## src/dbt_defines.svh

```systemverilog
`ifndef DBT_DEFINES_SVH
`define DBT_DEFINES_SVH

// bus geometry
`define DBT_CHANNELS      2
`define DBT_WORDS         8
`define DBT_WORD_SIZE     16
`define DBT_DATA_W        128
`define DBT_RECNUM_W      16
`define DBT_USER_ID_W     8
`define DBT_CHAN_W        160
`define DBT_BUS_W         320

// field offsets inside one channel slot
`define DBT_OFS_DATA      0
`define DBT_OFS_RECNUM    128
`define DBT_OFS_USER_ID   144
`define DBT_OFS_VALID     152
`define DBT_OFS_REC_START 153
`define DBT_OFS_REC_STOP  154
`define DBT_OFS_RSVD      155   // up to top of slot, always zero

// register file
`define CFG_ADDR_W        4
`define CFG_DATA_W        32
`define CFG_ADDR_ID       4'h0
`define CFG_ADDR_CTRL     4'h1
`define CFG_ADDR_BASE     4'h2
`define CFG_ADDR_SCRATCH  4'h3
`define CFG_CTRL_EN_BIT   31
`define CFG_ID_VALUE      32'h12345678

`define REC_TAG           64'hCAFACAFA_F1FA2025
`define CH1_USER_ID       8'hC1

`endif

```

## src/dbt_pkg.sv

```systemverilog
`include "dbt_defines.svh"

package dbt_pkg;

   typedef logic [`DBT_WORD_SIZE-1:0] sample_t;

   // record info packet, tag in the low half
   typedef struct packed {
      logic [63:0] count;
      logic [63:0] tag;    // word 0 = tag[15:0]
   } rec_packet_t;

   // one channel data word, either raw samples or a record packet
   typedef union packed {
      sample_t [`DBT_WORDS-1:0] samples;
      rec_packet_t              pkt;
   } chan_data_u;

endpackage

```

## src/dbt_chan_if.sv

```systemverilog
`timescale 1ns/1ps
`include "dbt_defines.svh"

// one beat per clock, no handshake
interface dbt_chan_if;
   import dbt_pkg::*;

   logic                     valid;
   logic                     rec_start;
   logic                     rec_stop;
   logic [`DBT_RECNUM_W-1:0] rec_num;
   chan_data_u               data;

   modport src (
      output valid,
      output rec_start,
      output rec_stop,
      output rec_num,
      output data
   );

   modport snk (
      input valid,
      input rec_start,
      input rec_stop,
      input rec_num,
      input data
   );

endinterface

```

## src/cfg_regs.sv

```systemverilog
`timescale 1ns/1ps
`include "dbt_defines.svh"

module cfg_regs (
   input  logic                   data_clk_i,
   input  logic                   data_rst_i,
   input  logic                   wr_i,
   input  logic                   rd_i,
   input  logic [`CFG_ADDR_W-1:0] addr_i,
   input  logic [`CFG_DATA_W-1:0] wdata_i,
   output logic [`CFG_DATA_W-1:0] rdata_o,
   output logic                   rvalid_o,
   output logic                   pattern_en_o,
   output dbt_pkg::sample_t       pattern_base_o
);
   import dbt_pkg::*;

   logic [`CFG_DATA_W-1:0] ctrl_q;
   logic [`CFG_DATA_W-1:0] base_q;
   logic [`CFG_DATA_W-1:0] scratch_q;
   logic [`CFG_DATA_W-1:0] rdata_q;
   logic                   rvalid_q;

   always_ff @(posedge data_clk_i) begin
      if (data_rst_i) begin
         ctrl_q    <= '0;
         base_q    <= '0;
         scratch_q <= '0;
      end else if (wr_i) begin
         case (addr_i)
            `CFG_ADDR_CTRL:    ctrl_q    <= wdata_i;
            `CFG_ADDR_BASE:    base_q    <= wdata_i;
            `CFG_ADDR_SCRATCH: scratch_q <= wdata_i;
            default:           ;   // id and unmapped are read only
         endcase
      end
   end

   // readback, one cycle
   always_ff @(posedge data_clk_i) begin
      if (rd_i) begin
         case (addr_i)
            `CFG_ADDR_ID:      rdata_q <= `CFG_ID_VALUE;
            `CFG_ADDR_CTRL:    rdata_q <= ctrl_q;
            `CFG_ADDR_BASE:    rdata_q <= base_q;
            `CFG_ADDR_SCRATCH: rdata_q <= scratch_q;
            default:           rdata_q <= '0;
         endcase
      end
   end

   always_ff @(posedge data_clk_i) begin
      if (data_rst_i) begin
         rvalid_q <= 1'b0;
      end else begin
         rvalid_q <= rd_i;
      end
   end

   assign rdata_o        = rdata_q;
   assign rvalid_o       = rvalid_q;
   assign pattern_en_o   = ctrl_q[`CFG_CTRL_EN_BIT];
   assign pattern_base_o = sample_t'(base_q[`DBT_WORD_SIZE-1:0]);

endmodule

```

## src/dbt_bus_extract.sv

```systemverilog
`timescale 1ns/1ps
`include "dbt_defines.svh"

module dbt_bus_extract (
   input  logic                  data_clk_i,
   input  logic                  data_rst_i,
   input  logic [`DBT_BUS_W-1:0] bus_i,
   dbt_chan_if.src               ch0_o,
   dbt_chan_if.src               ch1_o
);
   import dbt_pkg::*;

   logic [`DBT_CHANNELS-1:0][`DBT_CHAN_W-1:0] bus_q;   // one slot per channel

   always_ff @(posedge data_clk_i) begin
      if (data_rst_i) begin
         bus_q <= '0;
      end else begin
         bus_q <= bus_i;
      end
   end

   // incoming user id is dropped, inserter writes its own
   assign ch0_o.valid     = bus_q[0][`DBT_OFS_VALID];
   assign ch0_o.rec_start = bus_q[0][`DBT_OFS_REC_START];
   assign ch0_o.rec_stop  = bus_q[0][`DBT_OFS_REC_STOP];
   assign ch0_o.rec_num   = bus_q[0][`DBT_OFS_RECNUM +: `DBT_RECNUM_W];
   assign ch0_o.data      = chan_data_u'(bus_q[0][`DBT_OFS_DATA +: `DBT_DATA_W]);

   assign ch1_o.valid     = bus_q[1][`DBT_OFS_VALID];
   assign ch1_o.rec_start = bus_q[1][`DBT_OFS_REC_START];
   assign ch1_o.rec_stop  = bus_q[1][`DBT_OFS_REC_STOP];
   assign ch1_o.rec_num   = bus_q[1][`DBT_OFS_RECNUM +: `DBT_RECNUM_W];
   assign ch1_o.data      = chan_data_u'(bus_q[1][`DBT_OFS_DATA +: `DBT_DATA_W]);

endmodule

```

## src/dbt_bus_insert.sv

```systemverilog
`timescale 1ns/1ps
`include "dbt_defines.svh"

module dbt_bus_insert (
   dbt_chan_if.snk               ch0_i,
   dbt_chan_if.snk               ch1_i,
   output logic [`DBT_BUS_W-1:0] bus_o
);
   import dbt_pkg::*;

   logic [`DBT_CHANNELS-1:0][`DBT_CHAN_W-1:0] slot;

   function automatic logic [`DBT_CHAN_W-1:0] pack_slot(
      input logic                      valid,
      input logic                      rec_start,
      input logic                      rec_stop,
      input logic [`DBT_RECNUM_W-1:0]  rec_num,
      input logic [`DBT_USER_ID_W-1:0] user_id,
      input chan_data_u                data
   );
      logic [`DBT_CHAN_W-1:0] s;
      s = '0;   // reserved bits stay zero
      s[`DBT_OFS_DATA +: `DBT_DATA_W]       = data;
      s[`DBT_OFS_RECNUM +: `DBT_RECNUM_W]   = rec_num;
      s[`DBT_OFS_USER_ID +: `DBT_USER_ID_W] = user_id;
      s[`DBT_OFS_VALID]                     = valid;
      s[`DBT_OFS_REC_START]                 = rec_start;
      s[`DBT_OFS_REC_STOP]                  = rec_stop;
      return s;
   endfunction

   always_comb begin
      slot[0] = pack_slot(ch0_i.valid, ch0_i.rec_start, ch0_i.rec_stop,
                          ch0_i.rec_num, {`DBT_USER_ID_W{1'b0}}, ch0_i.data);
      slot[1] = pack_slot(ch1_i.valid, ch1_i.rec_start, ch1_i.rec_stop,
                          ch1_i.rec_num, `CH1_USER_ID, ch1_i.data);
   end

   assign bus_o = slot;

endmodule

```

## src/pattern_gen.sv

```systemverilog
`timescale 1ns/1ps
`include "dbt_defines.svh"

module pattern_gen (
   input  logic             data_clk_i,
   input  logic             data_rst_i,
   input  logic             pattern_en_i,
   input  dbt_pkg::sample_t pattern_base_i,
   dbt_chan_if.snk          ch_i,
   dbt_chan_if.src          ch_o
);
   import dbt_pkg::*;

   chan_data_u pat_q;

   // ramp of base+k across the beat, wraps at 16 bits
   always_ff @(posedge data_clk_i) begin
      if (data_rst_i) begin
         pat_q <= '0;
      end else begin
         for (int k = 0; k < `DBT_WORDS; k++) begin
            pat_q.samples[k] <= pattern_base_i + sample_t'(k);
         end
      end
   end

   assign ch_o.valid     = ch_i.valid;
   assign ch_o.rec_start = ch_i.rec_start;
   assign ch_o.rec_stop  = ch_i.rec_stop;
   assign ch_o.rec_num   = ch_i.rec_num;
   assign ch_o.data      = pattern_en_i ? pat_q : ch_i.data;   // data mux

endmodule

```

## src/record_info_gen.sv

```systemverilog
`timescale 1ns/1ps
`include "dbt_defines.svh"

module record_info_gen (
   input  logic    data_clk_i,
   input  logic    data_rst_i,
   dbt_chan_if.snk ch_i,
   input  logic    ch0_valid_i,
   dbt_chan_if.src ch_o
);
   import dbt_pkg::*;

   logic [63:0] rec_cnt_q;
   chan_data_u  pkt_data;

   // counts record starts seen on channel 1
   always_ff @(posedge data_clk_i) begin
      if (data_rst_i) begin
         rec_cnt_q <= '0;
      end else if (ch_i.rec_start) begin
         rec_cnt_q <= rec_cnt_q + 64'd1;
      end
   end

   // packet shows the count before this beat
   always_comb begin
      pkt_data.pkt.count = rec_cnt_q;
      pkt_data.pkt.tag   = `REC_TAG;
   end

   // channel 1 beats are marked valid with channel 0
   assign ch_o.valid     = ch0_valid_i;
   assign ch_o.rec_start = ch_i.rec_start;
   assign ch_o.rec_stop  = ch_i.rec_stop;
   assign ch_o.rec_num   = ch_i.rec_num;
   assign ch_o.data      = pkt_data;

endmodule

```

## src/user_logic_top.sv

```systemverilog
`timescale 1ns/1ps
`include "dbt_defines.svh"

module user_logic_top (
   input  logic                   data_clk_i,
   input  logic                   data_rst_i,
   input  logic [`DBT_BUS_W-1:0]  bus_i,
   output logic [`DBT_BUS_W-1:0]  bus_o,
   input  logic                   cfg_wr_i,
   input  logic                   cfg_rd_i,
   input  logic [`CFG_ADDR_W-1:0] cfg_addr_i,
   input  logic [`CFG_DATA_W-1:0] cfg_wdata_i,
   output logic [`CFG_DATA_W-1:0] cfg_rdata_o,
   output logic                   cfg_rvalid_o
);
   import dbt_pkg::*;

   logic    pattern_en;
   sample_t pattern_base;

   dbt_chan_if ch0_raw ();
   dbt_chan_if ch1_raw ();
   dbt_chan_if ch0_out ();
   dbt_chan_if ch1_out ();

   cfg_regs cfg_regs_inst (
      .data_clk_i     (data_clk_i),
      .data_rst_i     (data_rst_i),
      .wr_i           (cfg_wr_i),
      .rd_i           (cfg_rd_i),
      .addr_i         (cfg_addr_i),
      .wdata_i        (cfg_wdata_i),
      .rdata_o        (cfg_rdata_o),
      .rvalid_o       (cfg_rvalid_o),
      .pattern_en_o   (pattern_en),
      .pattern_base_o (pattern_base)
   );

   dbt_bus_extract dbt_bus_extract_inst (
      .data_clk_i (data_clk_i),
      .data_rst_i (data_rst_i),
      .bus_i      (bus_i),
      .ch0_o      (ch0_raw.src),
      .ch1_o      (ch1_raw.src)
   );

   pattern_gen pattern_gen_inst (
      .data_clk_i     (data_clk_i),
      .data_rst_i     (data_rst_i),
      .pattern_en_i   (pattern_en),
      .pattern_base_i (pattern_base),
      .ch_i           (ch0_raw.snk),
      .ch_o           (ch0_out.src)
   );

   record_info_gen record_info_gen_inst (
      .data_clk_i  (data_clk_i),
      .data_rst_i  (data_rst_i),
      .ch_i        (ch1_raw.snk),
      .ch0_valid_i (ch0_raw.valid),
      .ch_o        (ch1_out.src)
   );

   dbt_bus_insert dbt_bus_insert_inst (
      .ch0_i (ch0_out.snk),
      .ch1_i (ch1_out.snk),
      .bus_o (bus_o)
   );

endmodule

```

## config.mk

```make
export PLATFORM = sky130hd
export DESIGN_NAME = user_logic_top
export DESIGN_NICKNAME = d
export VERILOG_FILES = /design/src/dbt_pkg.sv /design/src/dbt_chan_if.sv /design/src/cfg_regs.sv /design/src/dbt_bus_extract.sv /design/src/dbt_bus_insert.sv /design/src/pattern_gen.sv /design/src/record_info_gen.sv /design/src/user_logic_top.sv
export VERILOG_INCLUDE_DIRS = /design/src /design/src/src
export SDC_FILE = /design/constraint.sdc
export NUM_CORES = 1
export LEC_CHECK = 0
export BUFFER_PORTS_ARGS = -buffer_cell sky130_fd_sc_hd__buf_2
export CAP_MARGIN = 25
export CORE_AREA = 2 2 277 279
export DETAILED_ROUTE_END_ITERATION = 7
export DIE_AREA = 0 0 279 281
export PLACE_DENSITY = 0.59
export SYNTH_ARGS = -nofsm -noshare
export SYNTH_HDL_FRONTEND = slang
export SYNTH_SLANG_ARGS = --single-unit
```

## constraint.sdc

```tcl
create_clock -name data_clk_i -period 2.7 [get_ports data_clk_i]
set_input_delay 0.135 -clock data_clk_i [delete_from_list [all_inputs] [get_ports data_clk_i]]
set_output_delay 0.135 -clock data_clk_i [all_outputs]
set_load 0.01 [all_outputs]
```

==> out/summary.txt <==
First-pass DRT Iterations -> 5
distinct cell type count of the synthesized netlist -> 47
Clock Pin Slew Worst Setup and Hold Paths -> 0.06 ns
die area -> 0.0784 sq mm
Syn Area/Cell -> 9.47 sq um
Int Pwr -> 12.6 mW
highest-count cells in the layout ignoring fill and taps -> buf_2, dfxtp_1, nand2_1
asr flop ratio synth -> 0%
Buffers on Ports -> 467
FP Rows -> 101
Cells after Synth -> 2013
Flop pwr share -> 44.9%
YS warnings -> 0
sw power -> 3.79 mW
TritonCTS clock tree -> done
worst min path class -> input port to flop
starting density of the core -> 25.3%
Tmin final -> 2.34 ns
Clock Tree Buf Depth -> 3
placed cells -> 3387
flops & latches, synth -> 476
final setup vio count -> 0
Num CTS Buffers -> 55
Top Ports -> 713
initial antenna violation count -> 7
Critical Path Slowest Stage Cell -> dfxtp_4
CP Data Required Time -> 2.57 ns
worst r2r src -> cfg_regs_inst.base_q[2]
post-route design area -> 0.0264 sq mm
Worst Skew -> 0.0296 ns
Final TNS setup -> 0 ns
GR Overflow Total -> 0
Crit path largest cell delay -> 0.76 ns
RSZ-0062 raised after global routing -> no
switching share of power -> 23.1%
Detail Route Antenna Nets -> 0
clock sink count -> 476
via count -> 16300
Skew-Pair Late Insertion Delay -> 0.62 ns
Hold-fix buffers, CTS -> 217
Worst Path Arrival -> 2.20 ns
cell area after synthesis -> 0.0191 sq mm
global-route wire length before repair -> 99.0 mm
Gate power share -> 7.6%
routability cong. -> 0.826
FMAX -> 428 MHz
reg2reg setup slack -> 0.40 ns
worst hold slack -> 0.0987 ns
share of layout cells above drive strength 1 -> 27.6%
Critical Path Source Type -> flop
Post-synth EDFFs -> 32
worst-margin pin slew -> 0.946 ns
Total GRT Usage -> 16.5%
most common cell after layout, fill and taps aside -> buf_2
final setup margin -> 0.362 ns
final hold viol count -> 0
worst vdd ir -> 463 uV
Slew headroom -> 36.9%
number of global-route vias before repair -> 15800
ys flop type -> dfxtp_1
WL per Instance -> 18.3 um
Min-Delay Endpoint -> cfg_regs_inst.rdata_o[9]
die height -> 281 um
Worst Hold Depth -> 2
Area growth syn-to-layout -> 38.6%
Vias/cell -> 4.40
Clock Power Share -> 47.5%
critical setup path kind -> flop to output pin
Hold Startpoint -> cfg_addr_i[0]
Core Box Area -> 0.0754 sq mm
clk root buf -> clkbuf_16
pre-CTS WS -> 0.448 ns
CP Cell Sequence -> buf_12 > mux2_2 > buf_2
Die Width -> 279 um
total power -> 16.4 mW
P_leak -> 10.9 nW
Iter 0 DRT Violations -> 983
CP Capture Type -> output pin
Tcrit/Tclk final -> 86.6%
dpl hpwl -> 47.5 mm
beginning of the critical path -> cfg_regs_inst.ctrl_q[31]
nets@finish -> 3053
status -> finished, final reports clean
Seq/Total Area, Yosys -> 51.6%
Worst Reg-to-Reg Cells -> 6
Slew Limit Fails -> 0
drt drc -> 0
P per Cell Area -> 620 mW/mm^2
CP max FO -> 35
max-cap violations -> 0
post-CTS sizing -> 0
DP Area -> 0.0224 sq mm
Post-CTS Repair Setup Buffers -> 0
htree depth -> 2
Routed WL -> 67.9 mm
final non-filler cell total -> 3707
largest net degree at the start of global routing -> 108
RR Endpoint -> pattern_gen_inst.pat_q[127]
final core occ -> 35.0%
## power by group through the flow
| stage | logic, mW | registers [mW] | clock network [mW] |
|---|---|---|---|
| global placement | 0.976 | 7.52 | 0 |
| global route | 1.34 | 7.38 | 8.29 |
| CTS | 1.24 | 7.37 | 8.02 |
| floorplan | 0.599 | 7.51 | 0 |
| detailed placement | 0.978 | 7.52 | 0 |
| finish | 1.24 | 7.37 | 7.79 |
## Yosys cell counts (all sizes together), types with 2 or more instances
master	instances	area, sq um
and4	10	88.8
nor2b	192	1200
and3	9	56.3
nor4	24	193
xor2	60	526
o21ai	63	315
a311oi	2	17.5
inv	25	93.8
nand3	28	155
clkbuf	107	402
o31ai	3	22.5
ha	10	125
or3	36	225
a21oi	157	786
nand4	40	293
dfxtp	444	8890
or4	5	37.5
or2	2	12.5
a31oi	5	31.3
nor3	26	130
conb	2	7.51
xnor2	42	368
mux2	113	1270
and2	8	50.1
edfxtp	32	961
nand2	247	927
a22o	38	333
a211oi	2	15.0
nor2	135	507
a22oi	13	97.6
mux2i	3	30.0
buf	124	851
## cell type report
type                       instances  area [sq um]
inverter                          25          93.8
fill                            7600         49000
sequential                       476          9850
multi-input combinational       1369          8220
tap                              978          1220
antenna                            2          5.00
clock buffer                      84          1620
clock inverter                    17           263
timing repair buffer             756          5150
## worst max-delay path: cells and delay by family, from the launching register on
| family | cells | cell delay [ns] |
|---|---|---|
| DFF | 1 | 0.76 |
| muxes | 1 | 0.37 |
| buffers and inverters | 2 | 0.44 |
## layer usage
layer / share of wire, % / GRT usage, %
met1: 46 / 22.8
met2: 46 / 26.5
met3: 6.1 / 2.93
met4: 2.1 / 4.29
met5: 0.057 / 0
## how the worst max path moves through the flow
stage                                         endpoint  slack, ns  cells after the start
finish                                       bus_o[40]       0.36                      3
detailed placement         pattern_gen_inst.pat_q[127]       0.45                      6
CTS                                          bus_o[40]       0.27                      3
global placement    record_info_gen_inst.rec_cnt_q[48]       0.50                      6
global route        record_info_gen_inst.rec_cnt_q[48]       0.20                      6
floorplan                  pattern_gen_inst.pat_q[118]       0.68                      9
## state kept, by name, summed over array words and instances, names as in the netlist
signal                                flops
dbt_bus_extract_inst.ch0_o.valid          1
record_info_gen_inst.rec_cnt_q           64
pattern_gen_inst.pat_q                  118
cfg_regs_inst.scratch_q                  32
dbt_bus_extract_inst.ch0_o.data         128
dbt_bus_extract_inst.ch0_o.rec_start      1
dbt_bus_extract_inst.ch0_o.rec_num       16
dbt_bus_extract_inst.ch1_o.rec_num       16
cfg_regs_inst.ctrl_q                     32
cfg_regs_inst.rvalid_o                    1
dbt_bus_extract_inst.ch1_o.rec_start      1
dbt_bus_extract_inst.ch0_o.rec_stop       1
cfg_regs_inst.rdata_o                    32
cfg_regs_inst.base_q                     32
dbt_bus_extract_inst.ch1_o.rec_stop       1
## cell families after synthesis
| family | synth area share [%] |
|---|---|
| AND/OR/NAND/NOR | 20.5 |
| XOR/XNOR | 4.68 |
| other | 0.0394 |
| AO/OA/AOI/OAI | 8.62 |
| multiplexers | 6.83 |
| buffers and inverters | 7.06 |
| adder cells (fa/ha/maj) | 0.656 |
| flip-flops | 51.6 |
No activity file was read; power rests on OpenSTA's default activity.
